===== src/source/pcie_tlp_pkg.sv =====
// TLP types for a one-dword AXI-stream path; only 3-dword headers with 32-bit addresses are described
package pcie_tlp_pkg;

  localparam int DW_WIDTH     = 32;
  localparam int KEEP_WIDTH   = 4;
  localparam int BAR_COUNT    = 7;
  localparam int LENGTH_WIDTH = 10;
  localparam int BE_WIDTH     = 4;
  // TC, TD, EP and attribute bits of header dword 0
  localparam int FLAGS_WIDTH  = DW_WIDTH - 8 - LENGTH_WIDTH;

  // One beat of the receive or transmit stream
  typedef struct packed {
    logic [DW_WIDTH-1:0]   data;
    logic [KEEP_WIDTH-1:0] keep;
    logic                  last;
  } axis_beat_t;

  // Fmt in bits 7:5, type in bits 4:0
  typedef enum logic [7:0] {
    MEM_READ32  = 8'h00,
    MEM_WRITE32 = 8'h40
  } tlp_fmt_type_e;

  typedef logic [15:0] requester_id_t;
  typedef logic [7:0]  tlp_tag_t;

  typedef struct packed {
    tlp_fmt_type_e           fmt_type;
    logic [FLAGS_WIDTH-1:0]  flags;
    logic [LENGTH_WIDTH-1:0] length;
  } tlp_dw0_t;

  // Request header dword 1
  typedef struct packed {
    requester_id_t       requester_id;
    tlp_tag_t            tag;
    logic [BE_WIDTH-1:0] last_be;
    logic [BE_WIDTH-1:0] first_be;
  } tlp_dw1_t;

endpackage

===== src/source/pcie_ctrl_pkg.sv =====
// Control BAR register map and command set; registers sit at dword offsets 0 to 3 of the BAR
package pcie_ctrl_pkg;

  localparam int REG_INDEX_WIDTH = 2;
  // Register index lives in address bits 3:2
  localparam int REG_ADDR_LSB    = 2;

  typedef enum logic [REG_INDEX_WIDTH-1:0] {
    REG_STATUS_ADDR = 2'd0,
    REG_PING_VALUE  = 2'd1,
    REG_COMMAND     = 2'd2,
    REG_MSI_VECTOR  = 2'd3
  } reg_index_e;

  // Opcode comes from payload bits 7:0
  // Values outside this list are reported as unknown
  typedef enum logic [7:0] {
    CMD_RESET     = 8'h01,
    CMD_PING      = 8'h02,
    CMD_INTERRUPT = 8'h03
  } command_e;

  // Upper half of the status word for an unknown opcode
  localparam logic [15:0] STATUS_UNKNOWN_MARK = 16'hBAD0;

  // One upstream single-dword memory write
  typedef struct packed {
    logic [pcie_tlp_pkg::DW_WIDTH-1:0] addr;
    logic [pcie_tlp_pkg::DW_WIDTH-1:0] payload;
  } egress_req_t;

endpackage


===== src/source/artemis_pcie_core.sv =====
// User-side logic behind a hard PCIe core in the 62.5 MHz domain; the core itself is not included
module artemis_pcie_core #(
  parameter int CONTROL_BAR      = 0,
  parameter int MSI_VECTOR_WIDTH = 8
) (
  input  logic                               clk_62p5,
  input  logic                               pcie_reset,
  input  pcie_tlp_pkg::axis_beat_t           i_rx_beat,
  input  logic                               i_rx_valid,
  input  logic [pcie_tlp_pkg::BAR_COUNT-1:0] i_rx_bar_hit,
  input  pcie_tlp_pkg::requester_id_t        i_requester_id,
  input  logic                               i_tx_ready,
  input  logic                               i_cfg_interrupt_rdy,
  output logic                               o_rx_ready,
  output pcie_tlp_pkg::axis_beat_t           o_tx_beat,
  output logic                               o_tx_valid,
  output logic                               o_cfg_interrupt,
  output logic [MSI_VECTOR_WIDTH-1:0]        o_cfg_interrupt_di,
  output logic                               o_sys_rst
);
  import pcie_tlp_pkg::*;
  import pcie_ctrl_pkg::*;

  logic                        cmd_stb;
  command_e                    cmd;
  logic [DW_WIDTH-1:0]         status_addr;
  logic [DW_WIDTH-1:0]         ping_value;
  logic [MSI_VECTOR_WIDTH-1:0] reg_msi_vector;
  logic                        egress_stb;
  egress_req_t                 egress_req;
  logic                        egress_finished;
  logic                        msi_stb;
  logic [MSI_VECTOR_WIDTH-1:0] msi_vector;

  pcie_ingress #(
    .CONTROL_BAR      (CONTROL_BAR),
    .MSI_VECTOR_WIDTH (MSI_VECTOR_WIDTH)
  ) ingress (
    .clk_62p5      (clk_62p5),
    .pcie_reset    (pcie_reset),
    .i_rx_beat     (i_rx_beat),
    .i_rx_valid    (i_rx_valid),
    .i_rx_bar_hit  (i_rx_bar_hit),
    .o_rx_ready    (o_rx_ready),
    .o_cmd_stb     (cmd_stb),
    .o_cmd         (cmd),
    .o_status_addr (status_addr),
    .o_ping_value  (ping_value),
    .o_msi_vector  (reg_msi_vector)
  );

  pcie_control #(
    .MSI_VECTOR_WIDTH (MSI_VECTOR_WIDTH)
  ) controller (
    .clk_62p5          (clk_62p5),
    .pcie_reset        (pcie_reset),
    .i_cmd_stb         (cmd_stb),
    .i_cmd             (cmd),
    .i_status_addr     (status_addr),
    .i_ping_value      (ping_value),
    .i_msi_vector      (reg_msi_vector),
    .i_egress_finished (egress_finished),
    .o_egress_stb      (egress_stb),
    .o_egress_req      (egress_req),
    .o_msi_stb         (msi_stb),
    .o_msi_vector      (msi_vector),
    .o_sys_rst         (o_sys_rst)
  );

  pcie_egress egress (
    .clk_62p5       (clk_62p5),
    .pcie_reset     (pcie_reset),
    .i_egress_stb   (egress_stb),
    .i_egress_req   (egress_req),
    .i_requester_id (i_requester_id),
    .i_tx_ready     (i_tx_ready),
    .o_tx_beat      (o_tx_beat),
    .o_tx_valid     (o_tx_valid),
    .o_finished     (egress_finished)
  );

  pcie_interrupt #(
    .MSI_VECTOR_WIDTH (MSI_VECTOR_WIDTH)
  ) msi_irq (
    .clk_62p5            (clk_62p5),
    .pcie_reset          (pcie_reset),
    .i_msi_stb           (msi_stb),
    .i_msi_vector        (msi_vector),
    .i_cfg_interrupt_rdy (i_cfg_interrupt_rdy),
    .o_cfg_interrupt     (o_cfg_interrupt),
    .o_cfg_interrupt_di  (o_cfg_interrupt_di)
  );

endmodule


===== src/source/pcie_interrupt.sv =====
// One MSI request outstanding at a time; a strobe while a request is pending is dropped
module pcie_interrupt #(
  parameter int MSI_VECTOR_WIDTH = 8
) (
  input  logic                         clk_62p5,
  input  logic                         pcie_reset,
  input  logic                         i_msi_stb,
  input  logic [MSI_VECTOR_WIDTH-1:0]  i_msi_vector,
  input  logic                         i_cfg_interrupt_rdy,
  output logic                         o_cfg_interrupt,
  output logic [MSI_VECTOR_WIDTH-1:0]  o_cfg_interrupt_di
);

  typedef enum logic {
    IDLE,
    SEND_INTERRUPT
  } interrupt_state_e;

  interrupt_state_e state;

  always_ff @(posedge clk_62p5) begin
    if (pcie_reset) begin
      state <= IDLE;
    end else begin
      case (state)
        IDLE: begin
          if (i_msi_stb) begin
            state <= SEND_INTERRUPT;
          end
        end
        SEND_INTERRUPT: begin
          if (i_cfg_interrupt_rdy) begin
            state <= IDLE;
          end
        end
      endcase
    end
  end

  always_ff @(posedge clk_62p5) begin
    if ((state == IDLE) && i_msi_stb) begin
      o_cfg_interrupt_di <= i_msi_vector;
    end
  end

  assign o_cfg_interrupt = (state == SEND_INTERRUPT);

  // Core must see the request until it acknowledges
  assert property (@(posedge clk_62p5) disable iff (pcie_reset)
    o_cfg_interrupt && !i_cfg_interrupt_rdy |=> o_cfg_interrupt);

endmodule


===== src/source/pcie_egress.sv =====
// Sends one single-dword memory write per request; a request during an active TLP is ignored
module pcie_egress (
  input  logic                         clk_62p5,
  input  logic                         pcie_reset,
  input  logic                         i_egress_stb,
  input  pcie_ctrl_pkg::egress_req_t   i_egress_req,
  input  pcie_tlp_pkg::requester_id_t  i_requester_id,
  input  logic                         i_tx_ready,
  output pcie_tlp_pkg::axis_beat_t     o_tx_beat,
  output logic                         o_tx_valid,
  output logic                         o_finished
);
  import pcie_tlp_pkg::*;
  import pcie_ctrl_pkg::*;

  logic [1:0]    beat_idx;
  tlp_tag_t      tag;
  egress_req_t   req_q;
  requester_id_t rid_q;
  tlp_dw0_t      dw0;
  tlp_dw1_t      dw1;
  logic          tx_fire;
  logic          start;

  assign tx_fire = o_tx_valid && i_tx_ready;
  assign start   = i_egress_stb && !o_tx_valid;

  always_comb begin
    dw0 = '{fmt_type: MEM_WRITE32, flags: '0, length: LENGTH_WIDTH'(1)};
    dw1 = '{requester_id: rid_q, tag: tag, last_be: '0, first_be: '1};
    o_tx_beat.keep = '1;
    o_tx_beat.last = (beat_idx == 2'd3);
    case (beat_idx)
      2'd0:    o_tx_beat.data = dw0;
      2'd1:    o_tx_beat.data = dw1;
      // Dword aligned address
      2'd2:    o_tx_beat.data = {req_q.addr[DW_WIDTH-1:2], 2'b00};
      default: o_tx_beat.data = req_q.payload;
    endcase
  end

  always_ff @(posedge clk_62p5) begin
    if (pcie_reset) begin
      o_tx_valid <= 1'b0;
      o_finished <= 1'b0;
      beat_idx   <= '0;
      tag        <= '0;
    end else begin
      o_finished <= 1'b0;
      if (start) begin
        o_tx_valid <= 1'b1;
        beat_idx   <= '0;
      end else if (tx_fire) begin
        if (beat_idx == 2'd3) begin
          o_tx_valid <= 1'b0;
          o_finished <= 1'b1;
          tag        <= tag + tlp_tag_t'(1);
        end else begin
          beat_idx <= beat_idx + 2'd1;
        end
      end
    end
  end

  // Requester id is captured so a config change cannot corrupt a TLP in flight
  always_ff @(posedge clk_62p5) begin
    if (start) begin
      req_q <= i_egress_req;
      rid_q <= i_requester_id;
    end
  end

  assert property (@(posedge clk_62p5) disable iff (pcie_reset)
    o_tx_valid && !i_tx_ready |=> o_tx_valid && $stable(o_tx_beat));

endmodule


===== src/source/pcie_control.sv =====
// Executes one command at a time; commands that arrive while a status write is pending are lost
module pcie_control #(
  parameter int MSI_VECTOR_WIDTH = 8
) (
  input  logic                               clk_62p5,
  input  logic                               pcie_reset,
  input  logic                               i_cmd_stb,
  input  pcie_ctrl_pkg::command_e            i_cmd,
  input  logic [pcie_tlp_pkg::DW_WIDTH-1:0]  i_status_addr,
  input  logic [pcie_tlp_pkg::DW_WIDTH-1:0]  i_ping_value,
  input  logic [MSI_VECTOR_WIDTH-1:0]        i_msi_vector,
  input  logic                               i_egress_finished,
  output logic                               o_egress_stb,
  output pcie_ctrl_pkg::egress_req_t         o_egress_req,
  output logic                               o_msi_stb,
  output logic [MSI_VECTOR_WIDTH-1:0]        o_msi_vector,
  output logic                               o_sys_rst
);
  import pcie_tlp_pkg::*;
  import pcie_ctrl_pkg::*;

  typedef enum logic {
    IDLE,
    WAIT_EGRESS
  } control_state_e;

  control_state_e      state;
  logic                cmd_take;
  logic [DW_WIDTH-1:0] unknown_status;

  assign cmd_take       = (state == IDLE) && i_cmd_stb;
  // Marker on top and the offending opcode in the low byte
  assign unknown_status = {STATUS_UNKNOWN_MARK, 8'h00, i_cmd};

  always_ff @(posedge clk_62p5) begin
    if (pcie_reset) begin
      state        <= IDLE;
      o_egress_stb <= 1'b0;
      o_msi_stb    <= 1'b0;
      o_sys_rst    <= 1'b0;
    end else begin
      o_egress_stb <= 1'b0;
      o_msi_stb    <= 1'b0;
      o_sys_rst    <= 1'b0;
      case (state)
        IDLE: begin
          if (i_cmd_stb) begin
            case (i_cmd)
              CMD_RESET:     o_sys_rst <= 1'b1;
              CMD_INTERRUPT: o_msi_stb <= 1'b1;
              default: begin
                // Ping and unknown opcodes both answer with a status write
                o_egress_stb <= 1'b1;
                state        <= WAIT_EGRESS;
              end
            endcase
          end
        end
        WAIT_EGRESS: begin
          if (i_egress_finished) begin
            state <= IDLE;
          end
        end
      endcase
    end
  end

  always_ff @(posedge clk_62p5) begin
    if (cmd_take) begin
      o_egress_req.addr    <= i_status_addr;
      o_egress_req.payload <= (i_cmd == CMD_PING) ? i_ping_value : unknown_status;
      o_msi_vector         <= i_msi_vector;
    end
  end

  // Egress only reports the end of a TLP that control is still waiting on
  assert property (@(posedge clk_62p5) disable iff (pcie_reset)
    i_egress_finished |-> state == WAIT_EGRESS);

endmodule


===== src/source/pcie_ingress.sv =====
// Only single-dword memory writes to CONTROL_BAR are decoded; all other TLPs are drained unread
module pcie_ingress #(
  parameter int CONTROL_BAR      = 0,
  parameter int MSI_VECTOR_WIDTH = 8
) (
  input  logic                                clk_62p5,
  input  logic                                pcie_reset,
  input  pcie_tlp_pkg::axis_beat_t            i_rx_beat,
  input  logic                                i_rx_valid,
  input  logic [pcie_tlp_pkg::BAR_COUNT-1:0]  i_rx_bar_hit,
  output logic                                o_rx_ready,
  output logic                                o_cmd_stb,
  output pcie_ctrl_pkg::command_e             o_cmd,
  output logic [pcie_tlp_pkg::DW_WIDTH-1:0]   o_status_addr,
  output logic [pcie_tlp_pkg::DW_WIDTH-1:0]   o_ping_value,
  output logic [MSI_VECTOR_WIDTH-1:0]         o_msi_vector
);
  import pcie_tlp_pkg::*;
  import pcie_ctrl_pkg::*;

  typedef enum logic [1:0] {
    ST_HEADER,
    ST_PAYLOAD,
    ST_DRAIN
  } ingress_state_e;

  ingress_state_e state;
  logic [1:0]     beat_cnt;
  logic           hdr_match;
  reg_index_e     reg_idx;
  tlp_dw0_t       hdr_dw0;
  logic           rx_fire;

  assign rx_fire = i_rx_valid && o_rx_ready;
  assign hdr_dw0 = tlp_dw0_t'(i_rx_beat.data);

  always_ff @(posedge clk_62p5) begin
    if (pcie_reset) begin
      o_rx_ready    <= 1'b0;
      state         <= ST_HEADER;
      beat_cnt      <= '0;
      hdr_match     <= 1'b0;
      reg_idx       <= REG_STATUS_ADDR;
      o_cmd_stb     <= 1'b0;
      o_cmd         <= command_e'(8'h00);
      o_status_addr <= '0;
      o_ping_value  <= '0;
      o_msi_vector  <= '0;
    end else begin
      o_rx_ready <= 1'b1;
      o_cmd_stb  <= 1'b0;
      if (rx_fire) begin
        case (state)
          ST_HEADER: begin
            // BAR hit is only valid alongside the first beat
            if (beat_cnt == 2'd0) begin
              hdr_match <= (hdr_dw0.fmt_type == MEM_WRITE32) &&
                           (hdr_dw0.length == LENGTH_WIDTH'(1)) &&
                           i_rx_bar_hit[CONTROL_BAR];
            end
            if (beat_cnt == 2'd2) begin
              reg_idx <= reg_index_e'(i_rx_beat.data[REG_ADDR_LSB +: REG_INDEX_WIDTH]);
            end
            if (i_rx_beat.last) begin
              // Header-only TLP such as a memory read
              beat_cnt <= '0;
            end else if (beat_cnt == 2'd2) begin
              beat_cnt <= '0;
              state    <= hdr_match ? ST_PAYLOAD : ST_DRAIN;
            end else begin
              beat_cnt <= beat_cnt + 2'd1;
            end
          end
          ST_PAYLOAD: begin
            case (reg_idx)
              REG_STATUS_ADDR: o_status_addr <= i_rx_beat.data;
              REG_PING_VALUE:  o_ping_value  <= i_rx_beat.data;
              REG_COMMAND: begin
                o_cmd_stb <= 1'b1;
                o_cmd     <= command_e'(i_rx_beat.data[$bits(command_e)-1:0]);
              end
              REG_MSI_VECTOR:  o_msi_vector  <= i_rx_beat.data[MSI_VECTOR_WIDTH-1:0];
            endcase
            state <= i_rx_beat.last ? ST_HEADER : ST_DRAIN;
          end
          default: begin
            if (i_rx_beat.last) begin
              state <= ST_HEADER;
            end
          end
        endcase
      end
    end
  end

  // Length 1 in the header means the payload beat must close the TLP
  assert property (@(posedge clk_62p5) disable iff (pcie_reset)
    rx_fire && (state == ST_PAYLOAD) |-> i_rx_beat.last);

endmodule


===== config.mk =====
export PLATFORM = sky130hd
export DESIGN_NAME = artemis_pcie_core
export DESIGN_NICKNAME = d
export VERILOG_FILES = /design/src/source/pcie_tlp_pkg.sv /design/src/source/pcie_ctrl_pkg.sv /design/src/source/artemis_pcie_core.sv /design/src/source/pcie_interrupt.sv /design/src/source/pcie_egress.sv /design/src/source/pcie_control.sv /design/src/source/pcie_ingress.sv
export SDC_FILE = /design/constraint.sdc
export NUM_CORES = 1
export LEC_CHECK = 0
export ABC_AREA = 1
export BUFFER_PORTS_ARGS = -buffer_cell sky130_fd_sc_hd__buf_2
export CAP_MARGIN = 10
export CORE_UTILIZATION = 58
export CTS_CLUSTER_DIAMETER = 120
export CTS_CLUSTER_SIZE = 12
export DETAILED_ROUTE_END_ITERATION = 12
export PLACE_DENSITY = 0.84
export SLEW_MARGIN = 5
export SYNTH_ARGS = -nofsm -noshare
export SYNTH_HDL_FRONTEND = slang
export SYNTH_HIERARCHICAL = 1
export SYNTH_SLANG_ARGS = --single-unit

===== constraint.sdc =====
create_clock -name clk_62p5 -period 5.06 [get_ports clk_62p5]
set_input_delay 0.253 -clock clk_62p5 [delete_from_list [all_inputs] [get_ports clk_62p5]]
set_output_delay 0.253 -clock clk_62p5 [all_outputs]
set_load 0.03 [all_outputs]

After elaboration in Yosys (flattened, before gate mapping) --
Index checks and enable logic that the tools add are counted. Widths: inputs -> output; s select.
Word-level totals: flip-flop bits (word level) 266, input bits 65
Operators by class: add/sub/neg operators 3, equality and inequality tests 15, muxes and demuxes 25, bitwise logic cells 8, reduce and logical (&&, ||, !) cells 32
Operators by type and width (number):
- $pmux 32 s3 | 1
- $reduce_and 3->1 | 7
- $eq 8x2->1 const B | 2
- $mux 2 | 7
- $mux 1 | 13
- $eq 10x1->1 const B | 1
- $eq 2x2->1 const B | 5
- $reduce_or 3->1 | 3
- $add 8x1->8 const B | 1
- $eq 8x1->1 const B | 1
- $eq 8x7->1 const B | 1
- $logic_not 2->1 | 4
- $mux 8 | 1
- $not 1->1 | 8
- $logic_and 1x1->1 | 7
- $eq 2x1->1 const B | 3
- $reduce_and 2->1 | 3
- $reduce_or 2->1 | 3
- $add 2x1->2 const B | 2
- $pmux 1 s2 | 2
- $pmux 2 s2 | 1
- $reduce_and 4->1 | 1
- $reduce_bool 2->1 | 2
- $reduce_bool 3->1 | 1
- other kinds (3) | 3

Longest topological paths before layout --
Gate-level depths: netlist of the first run.
depth after elaboration 5, depth in mapped cells 8

By module --
Netlist of the first run, hierarchy kept.
Modules (own cells, without submodules):
- pcie_egress | instances 1, cells an instance 295, area an instance 3580.9 µm², sequential area each 2582.5 µm²
- pcie_ingress | instances 1, cells an instance 429, area an instance 3407.0 µm², sequential area each 1781.7 µm²
- pcie_control | instances 1, cells an instance 165, area an instance 2651.3 µm², sequential area each 2242.2 µm²
- pcie_interrupt | instances 1, cells an instance 15, area an instance 290.3 µm², sequential area each 260.2 µm²

Worst setup path after synthesis of the first run --
OpenSTA, ideal clock, no wires.
kind register -> register, start point reg ingress.o_cmd_stb, end point reg controller/o_egress_req[0] (netlist name), enable pin, arrival 3.371 ns, setup slack 1.185 ns, stages on the path, launching flop included 3, path buffers 0, period minus slack after synthesis 3.875 ns, cells stage by stage dfxtp_1 > inv_1 > nor2_1
On the way: word-level cells in the longest chain between the ends 1
RTL lines:
- from (decl) | RTL line pcie_ingress.sv:12 | output logic o_cmd_stb,
- from (signal assigned) | RTL line pcie_ingress.sv:44 | o_cmd_stb <= 1'b0;
- from (signal assigned) | RTL line pcie_ingress.sv:51 | o_cmd_stb <= 1'b0;
- from (signal assigned) | RTL line pcie_ingress.sv:79 | o_cmd_stb <= 1'b1;
- $logic_and 1x1->1 | RTL line pcie_control.sv:31 | assign cmd_take = (state == IDLE) && i_cmd_stb;
- named net controller.cmd_take | RTL line pcie_control.sv:28 | logic cmd_take;
- to (decl) | RTL line pcie_control.sv:14 | output pcie_ctrl_pkg::egress_req_t o_egress_req,
The timed path passes the listed nets, and every way through them passes these cells. A chain may end at the register's enable or synchronous reset.

==> results of run 1 <==
state kept, by name, indices dropped and copies added, names as in the netlist, 2 cells and up:
name                        cells
controller/o_msi_vector         8
ingress/state                   2
egress/beat_idx                 2
ingress/o_msi_vector            8
ingress/o_status_addr          30
ingress/beat_cnt                2
ingress/o_ping_value           32
ingress/o_cmd                   8
msi_irq/o_cfg_interrupt_di      8
ingress/reg_idx                 2
egress/tag                      8
egress/rid_q                   16
egress/req_q                   62
controller/o_egress_req        62
final timing paths:
kind,endpoint,cells after the start
setup / recovery,o_tx_beat[14],5
hold / removal,ingress/o_ping_value[16],3
setup reg to reg,ingress/o_ping_value[27],5
hold reg to reg,egress/req_q[14],0
area by class of cell:
class	count	area (um2)
diodes	1	2.50
clock buffers	45	722
fillers	1149	5300
inverters	57	214
multi-input cells	530	2550
flip-flops and latches	260	6770
well taps	220	275
repair buffers	120	693
critical path, cell delays in order (launching register included):
cell,delay (ns)
dfxtp_1,0.34
ha_1,0.23
inv_2,0.64
nand2_1,0.35
o211ai_1,0.34
buf_2,0.25
report_power, final:
| group | internal, W | switching (W) | leakage, nW |
|---|---|---|---|
| clock | 0.000956 | 0.000732 | 0.343 |
| sequential | 0.00222 | 0.00000400 | 2.32 |
| combinational | 0.0000341 | 0.0000622 | 1.44 |
timing repair:
item                                   in CTS  in global routing
setup endpoints to repair                   0                  0
endpoints found under the hold margin      16                  0
resized for setup                           0                  0
hold buffers                               16                  0
per-stage QoR:
stage / hold slack, ns / area (um2) / setup slack (ns) / util (%) / power [W]
finish: 0.0165 / 11200 / 2.14 / 67.9 / 0.00401
global route: 0.0118 / 11200 / 1.95 / 67.9 / 0.00412
CTS: 0.00140 / 11200 / 2.16 / 67.9 / 0.00403
detailed placement: 0.405 / 10300 / 2.58 / 62.6 / 0.00236
global placement: 0.401 / 10300 / 2.65 / 62.6 / 0.00236
floorplan: 0.315 / 9810 / 1.27 / - / 0.00232
per-layer routing:
layer | wire length [um] | up-vias
met5 | 0 | -
met2 | 10300 | 339
met3 | 1790 | 38
li1 | - | 3249
met1 | 8920 | 3251
met4 | 519 | 0
==> impl_metrics.csv, run 1 <==
group,metric,value,unit
status,status,"complete, no violations",
route,wl,21500,um
route,via_per_inst,5.58,
final_layout,layout_commonest_cell,"edfxtp_1",
setup_path,crit_start,"egress/beat_idx[0]",
sta,hold_viol,0,
placed_design,gp_congestion,0.814,
synthesis,syn_inst,894,
synthesis,synth.avg_cell_area,11.0,um2
job,cap_violations,0,
sta,setup_violations,0,
final_layout,final_nets,1064,
setup_path,cp_max_fo,55,
clock_tree,clockBufferDepth,3,
final_layout,syn_to_final_growth,14.5,%
floorplanning,die_h,132,um
clock_tree,cts_buffers,25,
pwr,power.density,358,nW/um2
floorplanning,num_io_pins,114,
global_routing,busiest_layer,"met2",
global_routing,use_met2,39.7,%
clock_tree,clock_tree.root_cell,"clkbuf_16",
route,drc,0,
hold_path,worstHoldPathType,"input pin to flip-flop",
global_routing,grt_overflow_total,0,
final_layout,final_cell_mix,"edfxtp_1, nor2_1, nand2_1, dfxtp_1, buf_2",
sta,slew_viol_final,0,
sta,worst_pin_slew,1.15,ns
clock_tree,clkLatencyLatePin,0.51,ns
global_routing,use_met3,4.27,%
placed_design,portBuffers,99,
setup_path,r2r-start,"ingress/reg_idx[1]",
floorplanning,start_util,59.3,%
sta,grt_setup_unrepaired,"no",
clock_tree,cts_setup_buffers,0,
floorplanning,dieArea,17400,um2
setup_path,critPathKind,"flip-flop to output port",
setup_path,r2r_slack,2.48,ns
setup_path,crit_required,4.81,ns
final_layout,drive_gt1_share,16.0,%
floorplanning,fp.coreArea,16500,um2
setup_path,cp-start-kind,"flip-flop",
global_routing,grt_start_max_net_pins,56,
clock_tree,cts_max_level,1,
pwr,ir_drop,0.334,mV
route,wire_per_inst,17.4,um
clock_tree,clkSinkCount,260,
floorplanning,rows,47,
global_routing,use_met1,33.6,%
synthesis,yosys_warnings,6,
global_routing,grt_pass1_wl,33400,um
sta,max-slew-margin-rel,23.4,%
hold_path,min_from,"i_rx_beat[21]",
route,ant_nets,0,
global_routing,grt.total_usage,24.5,%
route,drtIter0Drc,728,
final_layout,finalNonFillerCells,1233,
floorplanning,die_x,132,um
global_routing,grt_pass1_vias,6347,
global_routing,antenna_found_initial,1,
setup_path,cp.arrival,2.66,ns
sta,finalSetupTns,0,ns
sta,fin_skew,0.0108,ns
route,first_pass_iters,5,
sta,max_freq,343,MHz
placed_design,place_hpwl,12800,um
clock_tree,cts_tree,"yes",
sta,period_needed,2.92,ns
placed_design,placed_cells,1171,
pwr,leakage,4.11,nW
sta,period_share,57.7,%
synthesis,syn_area,9800,um2
clock_tree,cts.clk_slew.worst_paths,0.06,ns
route,num_vias,6877,
setup_path,end_kind,"output port",
(Power assumes the default switching activity.)
==> inputs of run 2 (changes only) <==
==> constraint.sdc (replaced) <==
create_clock -name clk_62p5 -period 2.7 [get_ports clk_62p5]
set_input_delay 0.135 -clock clk_62p5 [delete_from_list [all_inputs] [get_ports clk_62p5]]
set_output_delay 0.135 -clock clk_62p5 [all_outputs]
set_load 0.03 [all_outputs]
==> impl_metrics.csv, run 2 (synthesis gave the netlist of run 1 again) <==
group,metric,value,unit
status,status,"complete, no violations",
route,wl,21400,um
final_layout,finalNonFillerCells,1278,
setup_path,critPathKind,"flip-flop to output port",
final_layout,reg_top3,"controller/o_egress_req (62), egress/req_q (62), ingress/o_ping_value (32)",
clock_tree,cts_resized,0,
clock_tree,cts.clk_slew.worst_paths,0.06,ns
final_layout,n_antenna_cell,0,
sta,period_share,87.0,%
final_layout,area.sequential,6770,um2
pwr,p_sw,0.00149,W
sta,max_freq,425,MHz
route,via_per_inst,5.54,
final_layout,fill_cells,1056,
final_layout,multi_input_area,2550,um2
setup_path,crit_top_cell,"nand3_1",
route,drtIter0Drc,745,
clock_tree,clkLatencyLatePin,0.51,ns
floorplanning,die_h,132,um
clock_tree,clock_tree.root_cell,"clkbuf_16",
route,first_pass_iters,6,
setup_path,cp.arrival,2.22,ns
job,cap_violations,0,
sta,worst_pin_slew,0.667,ns
sta,fin_skew,0.0156,ns
setup_path,critical_path_buf_inv_count,3,
pwr,clock_power_share,41.7,%
setup_path,cpPeakStageDelay,0.34,ns
global_routing,antenna_found_initial,0,
setup_path,cp-start-kind,"flip-flop",
floorplanning,die_x,132,um
sta,setup_violations,0,
clock_tree,cts_buffers,25,
clock_tree,cts_tree,"yes",
global_routing,grt.total_usage,24.4,%
final_layout,final_nets,1110,
placed_design,place_area,10400,um2
global_routing,grt_pass1_vias,6583,
pwr,leakage,4.31,nW
floorplanning,num_io_pins,114,
clock_tree,clockBufferDepth,3,
setup_path,path_delay_family,"buffers and inverters",
pwr,p_int,0.00606,W
floorplanning,rows,47,
route,wire_per_inst,16.8,um
route,ant_nets,0,
placed_design,placed_cells,1181,
sta,period_needed,2.35,ns
pwr,p_sw_share,19.7,%
pwr,power.density,646,nW/um2
final_layout,final_cell_mix,"edfxtp_1, nor2_1, nand2_1, dfxtp_1, buf_2",
setup_path,cp_cell_sequence,"ha_1 -> inv_2 -> buf_4 -> nand3_1 -> nand3_1 -> buf_2",
final_layout,stdcell_area,11700,um2
pwr,combPwrFrac,2.9,%
floorplanning,start_util,59.3,%
sta,slew_viol_final,0,
route,drc,0,
sta,finalSetupTns,0,ns
hold_path,worstHoldPathType,"input pin to flip-flop",
global_routing,grt_overflow_total,0,
setup_path,crit_required,2.57,ns
floorplanning,fp.coreArea,16500,um2
global_routing,grt_pass1_wl,33700,um
clock_tree,clkSinkCount,260,
clock_tree,cts_max_level,1,
floorplanning,dieArea,17400,um2
placed_design,place_hpwl,13000,um
final_layout,drive_gt1_share,16.4,%
sta,grt_setup_unrepaired,"no",
pwr,seqPwrFrac,55.3,%
setup_path,end_kind,"output port",
setup_path,cp_max_fo,26,
sta,hold_viol,0,
final_layout,layout_commonest_cell,"edfxtp_1",
pwr,ir_drop,0.661,mV
placed_design,portBuffers,99,
sta,max-slew-margin-rel,55.5,%
placed_design,gp_congestion,0.845,
route,num_vias,7077,
final_layout,syn_to_final_growth,19.3,%
setup_path,crit_slowest_cell,"dfxtp_1",
global_routing,grt_start_max_net_pins,64,
==> run 2: changes by cell type in the layout (fill, tap and decap cells not counted), sizes merged <==
| cell | change |
|---|---|
| buf | +10 |
| clkbuf | -1 |
| diode | -1 |
| dlygate4sd3 | +36 |
| inv | +1 |
==> run 2: final cells by class <==
type,instances,share of cell area (%)
clock buffer,44,6.14
clock inverter,1,0.0749
inverter,57,1.83
multi-input combinational,530,21.8
sequential,260,57.9
tap,220,2.36
timing repair buffer,166,9.87
==> run 2: power by group through the flow <==
stage | clock network [W] | logic [W] | registers [W]
after floorplan | 0 | 0.0000810 | 0.00426
after global placement | 0 | 0.000150 | 0.00426
after detailed placement | 0 | 0.000155 | 0.00426
after CTS | 0.00317 | 0.000214 | 0.00418
after global routing | 0.00332 | 0.000238 | 0.00417
final | 0.00315 | 0.000220 | 0.00418
==> run 2: layer usage <==
metal | wire [um] | track usage, %
met1 | 8830 | 33.6
met4 | 654 | 9.37
met3 | 1640 | 3.34
met5 | 0 | 0
met2 | 10300 | 39.8
==> run 2: what timing repair did <==
item | 4_1_cts | 5_1_grt
hold buffers | 52 | 0
endpoints found under the setup margin | 0 | 0
endpoints found under the hold margin | 99 | 0
setup buffers | 0 | 0
==> run 2: worst reg2reg max path, delay by kind of cell (launching register included) <==
| kind | cells | cell delay [ns] |
|---|---|---|
| compound gates | 1 | 0.18 |
| buf+inv | 2 | 0.72 |
| flops | 1 | 0.59 |
| simple gates | 2 | 0.34 |
==> run 2: stage by stage <==
step | setup WS, ns | utilization (%) | hold WS, ns | total power (W)
finish | 0.350 | 70.7 | 0.0811 | 0.00755
floorplan | 0.125 | - | 0.197 | 0.00434
detailed placement | 0.883 | 63.2 | 0.313 | 0.00442
CTS | 0.353 | 70.7 | 0.0595 | 0.00756
global placement | 0.924 | 63.2 | 0.313 | 0.00441
global route | 0.208 | 70.7 | 0.109 | 0.00773
==> run 2: path summary, 6_finish.rpt <==
check | slack, ns | depth (start not counted) | from | endpoint
setup / recovery | 0.35 | 6 | egress/beat_idx[0] | o_tx_beat[27]
hold reg to reg | 0.41 | 0 | controller/o_egress_req[51] | egress/req_q[51]
setup reg to reg | 0.78 | 5 | ingress/reg_idx[0] | ingress/o_status_addr[21]
hold / removal | 0.08 | 4 | i_rx_valid | ingress/beat_cnt[0]
==> inputs of run 3 (changes only) <==
--- a/config.mk
+++ b/config.mk
@@ -8,6 +8,7 @@
 export ABC_AREA = 1
 export BUFFER_PORTS_ARGS = -buffer_cell sky130_fd_sc_hd__buf_2
 export CAP_MARGIN = 10
+export CORE_ASPECT_RATIO = 0.75
 export CORE_UTILIZATION = 58
 export CTS_CLUSTER_DIAMETER = 120
 export CTS_CLUSTER_SIZE = 12
==> impl_metrics.csv, run 3 (synthesis gave the netlist of run 1 again) <==
group,metric,value,unit
status,status,"finished, violations left",
status,violations,"DRC",
global_routing,grt_start_max_net_pins,49,
pwr,leakage,4.31,nW
placed_design,placed_cells,1172,
setup_path,cp_max_fo,37,
clock_tree,cts_resized,0,
clock_tree,cts.clk_slew.worst_paths,0.06,ns
pwr,power.density,648,nW/um2
final_layout,finalNonFillerCells,1268,
global_routing,antenna_found_initial,1,
sta,period_needed,2.42,ns
setup_path,cp.arrival,2.29,ns
job,cap_violations,0,
placed_design,place_hpwl,14300,um
sta,setup_violations,0,
global_routing,grt_pass1_wl,37000,um
floorplanning,num_io_pins,114,
sta,whs,0.0315,ns
route,first_pass_iters,9,
route,drtIter0Drc,804,
sta,period_share,89.7,%
final_layout,final_cell_mix,"edfxtp_1, nor2_1, nand2_1, dfxtp_1, buf_2",
floorplanning,fp.coreArea,16300,um2
route,ant_nets,0,
route,via_per_inst,5.67,
sta,fin_skew,0.00715,ns
clock_tree,clock_tree.root_cell,"clkbuf_16",
floorplanning,rows,40,
final_layout,syn_to_final_growth,19.1,%
final_layout,final_nets,1110,
floorplanning,dieArea,17400,um2
global_routing,grt_overflow_total,0,
setup_path,critPathKind,"flip-flop to output port",
sta,max_freq,413,MHz
sta,grt_setup_unrepaired,"no",
route,wl,23400,um
clock_tree,clkLatencyLatePin,0.51,ns
sta,hold_viol,0,
setup_path,cp-start-kind,"flip-flop",
floorplanning,start_util,60.2,%
sta,max-slew-margin-rel,54.3,%
floorplanning,die_h,115,um
final_layout,area.sequential,6770,um2
final_layout,layout_commonest_cell,"edfxtp_1",
clock_tree,cts_buffers,25,
global_routing,grt_pass1_vias,7051,
placed_design,portBuffers,99,
final_layout,final_util,71.7,%
sta,slew_viol_final,0,
final_layout,reg_top3,"controller/o_egress_req (62), egress/req_q (62), ingress/o_ping_value (32)",
sta,finalSetupTns,0,ns
clock_tree,cts_max_level,1,
floorplanning,die_x,152,um
route,drc,14,
clock_tree,cts_setup_buffers,0,
clock_tree,clkSinkCount,260,
setup_path,crit_required,2.57,ns
final_layout,n_antenna_cell,0,
route,wire_per_inst,18.4,um
final_layout,multi_input_area,2550,um2
clock_tree,cts_tree,"yes",
hold_path,worstHoldPathType,"input pin to flip-flop",
placed_design,gp_congestion,0.863,
clock_tree,clockBufferDepth,3,
sta,worst_pin_slew,0.685,ns
setup_path,end_kind,"output port",
route,num_vias,7184,
final_layout,fill_cells,1079,
pwr,ir_drop,0.577,mV
final_layout,drive_gt1_share,16.4,%
global_routing,grt.total_usage,27.5,%
run 3: layout make-up:
class	count	share of cell area, %
clock buffers	45	6.19
flip-flops and latches	260	58.0
well taps	210	2.25
multi-input cells	530	21.9
repair buffers	166	9.87
inverters	57	1.83
run 3: per-layer routing:
layer  routed length, um  global-route usage (%)
met2               10800                    45.5
met3                2280                    5.34
met5                   0                       0
met1                9780                    37.5
met4                 560                    7.76
run 3: timing repair:
| action | 4_1_cts | 5_1_grt |
|---|---|---|
| setup endpoints to repair | 0 | 0 |
| hold endpoints to repair | 95 | 0 |
| hold buffers | 51 | 0 |
run 3: critical path, cell delays in order, from the launching register on:
cell,delay (ns)
dfxtp_1,0.35
ha_1,0.24
inv_2,0.25
buf_4,0.40
nand3_1,0.14
o211ai_1,0.16
buf_2,0.25
run 3: per-stage QoR:
step | cell area, um2 | setup slack (ns) | power (W)
floorplan | 9810 | 0.125 | 0.00434
global placement | 10400 | 0.878 | 0.00442
detailed placement | 10400 | 0.864 | 0.00442
CTS | 11700 | 0.266 | 0.00758
global route | 11700 | 0.168 | 0.00776
finish | 11700 | 0.277 | 0.00756
run 3: worst paths after layout:
path | startpoint | to | slack, ns | cells after the start
min reg2reg | controller/o_egress_req[28] | egress/req_q[28] | 0.42 | 0
max | egress/beat_idx[0] | o_tx_beat[15] | 0.28 | 6
max reg2reg | ingress/reg_idx[1] | ingress/o_status_addr[18] | 0.85 | 6
min | i_rx_bar_hit[0] | ingress/hdr_match | 0.03 | 5
run 3: where the power goes:
part	switching [W]	internal (W)
Combinational	0.000128	0.0000982
Sequential	0.00000769	0.00417
Clock	0.00137	0.00179
Total	0.00151	0.00606
